**src/design/apu_reg_pkg.sv**
```systemverilog
`default_nettype none

package apu_reg_pkg;

    // one square channel, duty in the top bits
    typedef struct packed {
        logic [1:0]  duty;
        logic [3:0]  env_init;
        logic        env_up;
        // ticks per envelope step, 0 freezes the volume
        logic [2:0]  env_period;
        logic [10:0] freq;
        logic        trigger;
    } square_regs_t;

    // vol_code 0 mute, 1 full, 2 half, 3 quarter
    typedef struct packed {
        logic        enable;
        logic [1:0]  vol_code;
        logic [10:0] freq;
    } wave_regs_t;

    // 32 nibbles, first sample in the top nibble
    localparam int unsigned WAVE_RAM_BITS = 128;

endpackage

`default_nettype wire

```
**src/design/apu_audio_pkg.sv**
```systemverilog
`default_nettype none

package apu_audio_pkg;

    typedef logic [3:0]  level_t;
    typedef logic [23:0] sample_t;

    typedef struct packed {
        sample_t left;
        sample_t right;
    } stereo_sample_t;

    // clock dividers at 100 MHz
    localparam int unsigned CPU_DIV    = 24;
    localparam int unsigned SAMPLE_DIV = 2083;
    localparam int unsigned ENV_DIV    = 1562500;
    localparam int unsigned BCLK_HALF  = 16;

    // placement of levels and sawtooth in the codec word
    localparam int unsigned LEVEL_SHIFT = 20;
    localparam int unsigned SAW_SHIFT   = 18;

endpackage

`default_nettype wire

```
**src/design/apu_timebase.sv**
```systemverilog
`timescale 1ns/1ps
`default_nettype none

module apu_timebase (
    input  logic clk_100,
    input  logic rst_n,
    output logic cpu_en,
    output logic env_tick,
    output logic new_sample
);
    import apu_audio_pkg::*;

    localparam int unsigned DIVS [3] = '{CPU_DIV, ENV_DIV, SAMPLE_DIV};

    logic [2:0] en;

    for (genvar i = 0; i < 3; i++) begin : g_div
        logic [$clog2(DIVS[i])-1:0] cnt;

        always_ff @(posedge clk_100 or negedge rst_n) begin
            if (!rst_n) begin
                cnt <= '0;
            end else if (cnt == DIVS[i] - 1) begin
                cnt <= '0;
            end else begin
                cnt <= cnt + 1'b1;
            end
        end

        // pulse on the last count of each period
        assign en[i] = (cnt == DIVS[i] - 1);

        a_single_pulse: assert property (@(posedge clk_100) disable iff (!rst_n)
            en[i] |=> !en[i])
            else $error("timebase enable %0d high on two cycles in a row", i);
    end

    assign cpu_en     = en[0];
    assign env_tick   = en[1];
    assign new_sample = en[2];

endmodule

`default_nettype wire

```
**src/design/square_channel.sv**
```systemverilog
`timescale 1ns/1ps
`default_nettype none

module square_channel (
    input  logic                      clk_100,
    input  logic                      rst_n,
    input  logic                      cpu_en,
    input  logic                      env_tick,
    input  apu_reg_pkg::square_regs_t regs,
    output apu_audio_pkg::level_t     level
);
    import apu_audio_pkg::*;

    logic [13:0] period;
    logic [13:0] timer;
    logic [2:0]  pos;
    logic [7:0]  pattern;
    logic [2:0]  env_cnt;
    level_t      volume;
    logic        trig_q;
    logic        trig_rise;

    // (2048 - freq) * 4 steps of cpu_en
    assign period    = {12'd2048 - {1'b0, regs.freq}, 2'b00};
    assign trig_rise = regs.trigger & ~trig_q;

    always_comb begin
        unique case (regs.duty)
            2'd0: pattern = 8'b0000_0001;
            2'd1: pattern = 8'b1000_0001;
            2'd2: pattern = 8'b1000_0111;
            2'd3: pattern = 8'b0111_1110;
        endcase
    end

    // phase timer and duty position, level updates on cpu_en only
    always_ff @(posedge clk_100 or negedge rst_n) begin
        if (!rst_n) begin
            timer <= '0;
            pos   <= '0;
            level <= '0;
        end else if (trig_rise) begin
            timer <= period;
            pos   <= '0;
        end else if (cpu_en) begin
            if (timer <= 14'd1) begin
                timer <= period;
                pos   <= pos + 3'd1;
            end else begin
                timer <= timer - 14'd1;
            end
            level <= pattern[pos] ? volume : '0;
        end
    end

    // volume envelope, saturating at both ends
    always_ff @(posedge clk_100 or negedge rst_n) begin
        if (!rst_n) begin
            trig_q  <= 1'b0;
            env_cnt <= '0;
            volume  <= '0;
        end else begin
            trig_q <= regs.trigger;
            if (trig_rise) begin
                volume  <= regs.env_init;
                env_cnt <= '0;
            end else if (env_tick && regs.env_period != 3'd0) begin
                if (env_cnt >= regs.env_period - 3'd1) begin
                    env_cnt <= '0;
                    if (regs.env_up && volume != 4'hf) begin
                        volume <= volume + 4'd1;
                    end else if (!regs.env_up && volume != 4'h0) begin
                        volume <= volume - 4'd1;
                    end
                end else begin
                    env_cnt <= env_cnt + 3'd1;
                end
            end
        end
    end

    a_env_frozen: assert property (@(posedge clk_100) disable iff (!rst_n)
        (regs.env_period == 3'd0 && !trig_rise) |=> $stable(volume))
        else $error("envelope volume moved while env_period is zero");

endmodule

`default_nettype wire

```
**src/design/wave_channel.sv**
```systemverilog
`timescale 1ns/1ps
`default_nettype none

module wave_channel (
    input  logic                                    clk_100,
    input  logic                                    rst_n,
    input  logic                                    cpu_en,
    input  apu_reg_pkg::wave_regs_t                 regs,
    input  logic [apu_reg_pkg::WAVE_RAM_BITS-1:0]   wave_ram,
    output apu_audio_pkg::level_t                   level
);
    import apu_audio_pkg::*;

    logic [12:0] period;
    logic [12:0] timer;
    logic [4:0]  pos;
    level_t      nibble;

    // (2048 - freq) * 2 steps of cpu_en
    assign period = {12'd2048 - {1'b0, regs.freq}, 1'b0};

    // position 0 reads the top nibble
    assign nibble = wave_ram[$bits(wave_ram) - 1 - 4 * pos -: 4];

    always_ff @(posedge clk_100 or negedge rst_n) begin
        if (!rst_n) begin
            timer <= '0;
            pos   <= '0;
            level <= '0;
        end else if (cpu_en) begin
            if (!regs.enable) begin
                // disabled channel restarts from the first sample
                timer <= period;
                pos   <= '0;
                level <= '0;
            end else begin
                if (timer <= 13'd1) begin
                    timer <= period;
                    pos   <= pos + 5'd1;
                end else begin
                    timer <= timer - 13'd1;
                end
                unique case (regs.vol_code)
                    2'd0: level <= '0;
                    2'd1: level <= nibble;
                    2'd2: level <= nibble >> 1;
                    2'd3: level <= nibble >> 2;
                endcase
            end
        end
    end

endmodule

`default_nettype wire

```
**src/design/output_select.sv**
```systemverilog
`timescale 1ns/1ps
`default_nettype none

module output_select (
    input  logic                          clk_100,
    input  logic                          rst_n,
    input  logic                          new_sample,
    input  logic [1:0]                    sel,
    input  apu_audio_pkg::level_t         square_level,
    input  apu_audio_pkg::level_t         wave_level,
    output apu_audio_pkg::stereo_sample_t sample,
    output logic                          sample_valid
);
    import apu_audio_pkg::*;

    logic [$bits(sample_t)-SAW_SHIFT-1:0] saw;
    sample_t word;
    logic    saw_sel;

    // channel levels sit in the top nibble, anything else plays the sawtooth
    always_comb begin
        saw_sel = 1'b0;
        unique case (sel)
            2'b01: word = sample_t'(square_level) << LEVEL_SHIFT;
            2'b10: word = sample_t'(wave_level) << LEVEL_SHIFT;
            default: begin
                word    = sample_t'(saw) << SAW_SHIFT;
                saw_sel = 1'b1;
            end
        endcase
    end

    // saw only advances on strobes where it is played
    always_ff @(posedge clk_100 or negedge rst_n) begin
        if (!rst_n) begin
            saw          <= '0;
            sample_valid <= 1'b0;
        end else begin
            sample_valid <= new_sample;
            if (new_sample && saw_sel) begin
                saw <= saw + 1'b1;
            end
        end
    end

    // held until the next strobe, both sides identical
    always_ff @(posedge clk_100) begin
        if (new_sample) begin
            sample.left  <= word;
            sample.right <= word;
        end
    end

endmodule

`default_nettype wire

```
**src/design/i2s_transmitter.sv**
```systemverilog
`timescale 1ns/1ps
`default_nettype none

module i2s_transmitter (
    input  logic                          clk_100,
    input  logic                          rst_n,
    input  logic                          sample_valid,
    input  apu_audio_pkg::stereo_sample_t sample,
    output logic                          bclk,
    output logic                          lrclk,
    output logic                          sdata
);
    import apu_audio_pkg::*;

    logic                         active;
    logic [$clog2(BCLK_HALF)-1:0] half_cnt;
    logic [5:0]                   bit_idx;
    logic [5:0]                   bit_next;
    logic [63:0]                  shreg;
    logic [63:0]                  frame;
    logic                         half_done;
    logic                         fall;

    // per half: one zero bit, 24 data bits msb first, zero pad
    assign frame     = {1'b0, sample.left, 7'd0, 1'b0, sample.right, 7'd0};
    assign half_done = active && (half_cnt == BCLK_HALF - 1);
    assign fall      = half_done && bclk;
    assign bit_next  = bit_idx + 6'd1;

    always_ff @(posedge clk_100 or negedge rst_n) begin
        if (!rst_n) begin
            active   <= 1'b0;
            half_cnt <= '0;
            bit_idx  <= '0;
            bclk     <= 1'b0;
            lrclk    <= 1'b0;
            sdata    <= 1'b0;
        end else if (sample_valid) begin
            active   <= 1'b1;
            half_cnt <= '0;
            bit_idx  <= '0;
            bclk     <= 1'b0;
            lrclk    <= 1'b0;
            sdata    <= frame[63];
        end else if (active) begin
            if (half_done) begin
                half_cnt <= '0;
                bclk     <= ~bclk;
                // data and word select move on the falling edge
                if (fall) begin
                    if (bit_idx == 6'd63) begin
                        active <= 1'b0;
                        lrclk  <= 1'b0;
                        sdata  <= 1'b0;
                    end else begin
                        bit_idx <= bit_next;
                        lrclk   <= bit_next[5];
                        sdata   <= shreg[62];
                    end
                end
            end else begin
                half_cnt <= half_cnt + 1'b1;
            end
        end
    end

    always_ff @(posedge clk_100) begin
        if (sample_valid) begin
            shreg <= frame;
        end else if (fall) begin
            shreg <= shreg << 1;
        end
    end

    // frame must finish before the next sample strobe
    a_no_overrun: assert property (@(posedge clk_100) disable iff (!rst_n)
        sample_valid |-> !active)
        else $error("sample_valid arrived while an I2S frame was still active");

endmodule

`default_nettype wire

```
**src/design/apu_top.sv**
```systemverilog
`timescale 1ns/1ps
`default_nettype none

module apu_top (
    input  logic                                  clk_100,
    input  logic                                  rst_n,
    input  logic [1:0]                            sel,
    input  apu_reg_pkg::square_regs_t             square_regs,
    input  apu_reg_pkg::wave_regs_t               wave_regs,
    input  logic [apu_reg_pkg::WAVE_RAM_BITS-1:0] wave_ram,
    output logic                                  bclk,
    output logic                                  lrclk,
    output logic                                  sdata
);
    import apu_audio_pkg::*;

    logic           cpu_en;
    logic           env_tick;
    logic           new_sample;
    level_t         square_level;
    level_t         wave_level;
    stereo_sample_t sample;
    logic           sample_valid;

    apu_timebase timebase0 (
        .clk_100    (clk_100),
        .rst_n      (rst_n),
        .cpu_en     (cpu_en),
        .env_tick   (env_tick),
        .new_sample (new_sample)
    );

    square_channel square0 (
        .clk_100  (clk_100),
        .rst_n    (rst_n),
        .cpu_en   (cpu_en),
        .env_tick (env_tick),
        .regs     (square_regs),
        .level    (square_level)
    );

    wave_channel wave0 (
        .clk_100  (clk_100),
        .rst_n    (rst_n),
        .cpu_en   (cpu_en),
        .regs     (wave_regs),
        .wave_ram (wave_ram),
        .level    (wave_level)
    );

    // sample register between the channels and the serializer
    output_select select0 (
        .clk_100      (clk_100),
        .rst_n        (rst_n),
        .new_sample   (new_sample),
        .sel          (sel),
        .square_level (square_level),
        .wave_level   (wave_level),
        .sample       (sample),
        .sample_valid (sample_valid)
    );

    i2s_transmitter i2s0 (
        .clk_100      (clk_100),
        .rst_n        (rst_n),
        .sample_valid (sample_valid),
        .sample       (sample),
        .bclk         (bclk),
        .lrclk        (lrclk),
        .sdata        (sdata)
    );

endmodule

`default_nettype wire

```
**config.mk**
```make
export PLATFORM = sky130hd
export DESIGN_NAME = apu_top
export DESIGN_NICKNAME = d
export VERILOG_FILES = /design/src/design/apu_reg_pkg.sv /design/src/design/apu_audio_pkg.sv /design/src/design/apu_timebase.sv /design/src/design/square_channel.sv /design/src/design/wave_channel.sv /design/src/design/output_select.sv /design/src/design/i2s_transmitter.sv /design/src/design/apu_top.sv
export SDC_FILE = /design/constraint.sdc
export NUM_CORES = 1
export LEC_CHECK = 0
export ABC_AREA = 1
export BUFFER_PORTS_ARGS = -buffer_cell sky130_fd_sc_hd__buf_4
export CAP_MARGIN = 15
export CORE_ASPECT_RATIO = 0.7
export CORE_UTILIZATION = 61
export DETAILED_ROUTE_END_ITERATION = 7
export PLACE_DENSITY = 0.95
export SKIP_CTS_REPAIR_TIMING = 1
export SYNTH_ARGS = -nofsm -noshare
export SYNTH_HDL_FRONTEND = slang
export SYNTH_SLANG_ARGS = --single-unit
```
**constraint.sdc**
```tcl
create_clock -name clk_100 -period 3.7 [get_ports clk_100]
set_clock_uncertainty 0.2 [all_clocks]
set_input_delay 0.37 -clock clk_100 [delete_from_list [all_inputs] [get_ports clk_100]]
set_output_delay 0.37 -clock clk_100 [all_outputs]
set_load 0.03 [all_outputs]
```
==> flow_metrics.py <==
metrics = {
    "power": {
        "p_leak_uw": 0.005830,
        "clkPwrFrac_pct": 40.5,
        "powerDensity_nw_per_um2": 394.6,
        "pwr-share-comb_pct": 16.6,
        "swShare_pct": 27.76,
        "switchingPower_uw": 1265,
        "p_seq_share_pct": 42.9,
        "internal_power_uw": 3294,
        "peakVddDrop_mv": 0.2352,
    },
    "clock_network": {
        "clock-sinks": 154,
        "cts_buffers": 17,
        "clk_pin_slew_ps": 60,
        "cts_max_path_buffers": 2,
        "clk_latency_ps": 420,
        "htreeDepth": 4,
        "cts_tree": "built",
        "root_buffer": "clkbuf_16",
    },
    "setup_path": {
        "worst_path_max_delay_cell": "nor2_1",
        "startpoint_type": "register",
        "critPathArrivalTime_ps": 2850,
        "cp-end-kind": "register",
        "cp_slowest_stage_delay_ps": 710,
        "worstPathRequired_ps": 3790,
        "r2r-start": "timebase0.g_div[0].cnt[0]$_DFF_PN0_",
        "reg2regPathDepth": 11,
        "crit_type": "reg2reg",
        "crit_buf_inv": 3,
        "critPathMaxFanout": 17,
        "crit_chain": "ha_1, nand2_1, nor2_1, nand2_1, inv_2, nor2_1, inv_2, nand2_4, clkinv_2, nand3_1, o221ai_1",
        "path_delay_family": "simple AND/OR/NAND/NOR gates",
        "r2r_setup_slack_ps": 940,
        "r2r_end": "square0.timer[9]$_DFFE_PN0P_",
    },
    "sta": {
        "setup-violations-final": 0,
        "fin_crit_ps": 2761,
        "max_freq_ghz": 0.3622,
        "finalMaxSlewViolations": 0,
        "fin_crit_sh_pct": 74.62,
        "maxSlewHeadroom_pct": 33.32,
        "hold_viol_final": 0,
        "timing.setup.tns_ps": 0,
        "grt_setup_unrepaired": "no",
        "worst_slew_pin_slew_ps": 1000,
    },
    "drt": {
        "wl_per_cell_microns": 15.35,
        "drtIter0Drc": 978,
        "drc_errors": 0,
        "ant_nets": 0,
        "vias_per_cell": 5.714,
        "drt-total-wl_microns": 25210,
        "first_pass_iters": 6,
        "vias": 9382,
    },
    "grt": {
        "use_met1_pct": 45.26,
        "grtUsageMet3_pct": 7.253,
        "grt_max_degree": 69,
        "grtUsageMet2_pct": 52.90,
        "grt_pass1_vias": 9169,
        "antenna_found_initial": 0,
        "grt_first_pass_wirelength_microns": 42790,
        "grt_overflow": 0,
        "top_usage_layer": "met2",
        "grtUsageTotal_pct": 33.56,
    },
    "placement": {
        "gp_congestion": 0.9280,
        "dp.cells": 1608,
        "place_hpwl_microns": 17600,
        "numPortBuffers": 170,
    },
    "floorplan": {
        "fp.dieH_microns": 106.5,
        "rows": 37,
        "fp.dieArea_sq_um": 16120,
        "start_util_pct": 63.69,
        "die_w_microns": 151.3,
        "coreArea_sq_um": 14950,
        "io_pins": 171,
    },
    "worst_hold_path": {
        "hp-start": "wave_regs[13]",
        "hold_end": "wave0.pos[2]$_DFFE_PN0P_",
        "holdPathStages": 3,
        "hp-class": "in2reg",
    },
    "synthesis": {
        "syn_nets": 1472,
        "ys_top_cells_by_area": "dfrtp_1 29%, nand2_1 14%, edfxtp_1 11%, nand3_1 6.6%, inv_1 5.9%",
        "ys.flop_type": "dfrtp_1",
        "synth_cell_types": 54,
        "synth-async-reset-ratio_pct": 71.43,
        "yosysTopAreaCell": "dfrtp_1",
        "synth_common_cells": "354 x nand2_1, 149 x inv_1, 125 x nand3_1",
        "syn_avg_cell_area_sq_um": 7.475,
        "synth-edff-count": 36,
        "synth_seq_cells": 154,
        "synthDominantCellAreaShare_pct": 28.91,
        "yosysMostFrequentCell": "nand2_1",
        "yosysSeqAreaShare_pct": 41.94,
        "syn_inst": 1274,
        "synth_area_sq_um": 9523,
        "synth.yosys.warnings": 0,
    },
    "cells_and_area": {
        "fin_nets": 1632,
        "area_delta_synth_final_pct": 21.32,
        "antennaDiodeCount": 0,
        "fin_cells": 1642,
        "fill_cells": 1013,
        "layout-drive-gt1-share_pct": 18.38,
    },
    "run": {
        "max_cap_viol_count": 0,
    },
    "run_status": {
        "status": "completed",
    },
}
==> cell families after synthesis <==
family	share of synthesized area [%]
adders and majority gates	4.021
xor gates and xnor gates	4.231
DFF	41.94
muxes	0.1182
AOI/OAI and AO/OA	10.12
buffers and inverters	8.645
and+or+nand+nor	30.93
==> how the worst max path moves through the flow <==
stage                                             start                            end  slack (ps)  cells after the start
floorplan                               square_regs[12]  square0.volume[0]$_DFFE_PN0P_        1580                     10
global placement    timebase0.g_div[0].cnt[0]$_DFF_PN0_   square0.timer[9]$_DFFE_PN0P_        1120                     11
detailed placement  timebase0.g_div[0].cnt[0]$_DFF_PN0_   square0.timer[9]$_DFFE_PN0P_         980                     11
CTS                 timebase0.g_div[0].cnt[0]$_DFF_PN0_   square0.timer[9]$_DFFE_PN0P_         990                     11
global route        timebase0.g_div[0].cnt[0]$_DFF_PN0_   square0.timer[9]$_DFFE_PN0P_         780                     11
finish              timebase0.g_div[0].cnt[0]$_DFF_PN0_   square0.timer[9]$_DFFE_PN0P_         940                     11
==> per-layer routing <==
layer | vias to the layer above | share of wire, %
met4 | 0 | 2.7
met3 | 87 | 7.9
met1 | 4349 | 42
met2 | 484 | 47
met5 | - | 0
li1 | 4462 | -
==> tightest hold or removal path, stage by stage <==
cell and delay (ps):
buf_4 110, nand3_1 80, o21ai_1 80
==> state kept, by name, summed over array words and instances, names as in the netlist, 5 cells and up <==
name and flops:
i2s0.bit_idx 6, i2s0.shreg 38, select0.sample 6, select0.saw 6
square0.timer 14, timebase0.g_div.cnt 38, wave0.pos 5, wave0.timer 13
==> power by group through the flow <==
stage,Combinational [uW],Sequential [uW],Clock (uW)
finish,758,1960,1850
global route,853,1970,1930
CTS,745,1950,1850
detailed placement,711,1980,0
global placement,681,1970,0
floorplan,445,1940,0
==> layout by cell type (no fill, tap or decap), types with 5 or more instances in the layout <==
master,instances
a21oi_1,59
a22oi_1,5
buf_4,174
clkbuf_16,17
clkinv_2,5
dfrtp_1,109
dfxtp_1,8
edfxtp_1,36
ha_1,29
inv_1,149
inv_2,17
nand2_1,354
nand2_2,11
nand3_1,125
nand3b_1,5
nand4_1,13
nor2_1,112
nor2_2,9
nor2_4,5
nor3_1,18
nor4_1,5
o211ai_1,8
o21ai_0,53
o21ai_1,9
o221ai_1,6
o22ai_1,11
xnor2_1,6
xor2_1,40
==> cell type report <==
cell class                 count  area (sq um)  share of cell area, %
clock buffer                  17         425.4                  3.682
sequential                   154          3995                  34.58
clock inverter                15         198.9                  1.722
inverter                     169         638.1                  5.523
tap                          195         244.0                  2.112
multi-input combinational    915          4706                  40.73
timing repair buffer         177          1346                  11.65
==> stage by stage <==
stage	hold WS [ps]	worst slack [ps]	power, uW	utilization [%]	area, sq um
after global placement	239.0	1120	2653	72.96	10910
after CTS	-141.2	987.1	4550	77.13	11530
after floorplan	-125.6	1579	2389	-	9523
after global routing	54.26	783.9	4747	77.27	11550
after detailed placement	267.7	983.5	2688	72.96	10910
final	56.33	939.2	4559	77.27	11550
Power figures use the tool's default switching activity.
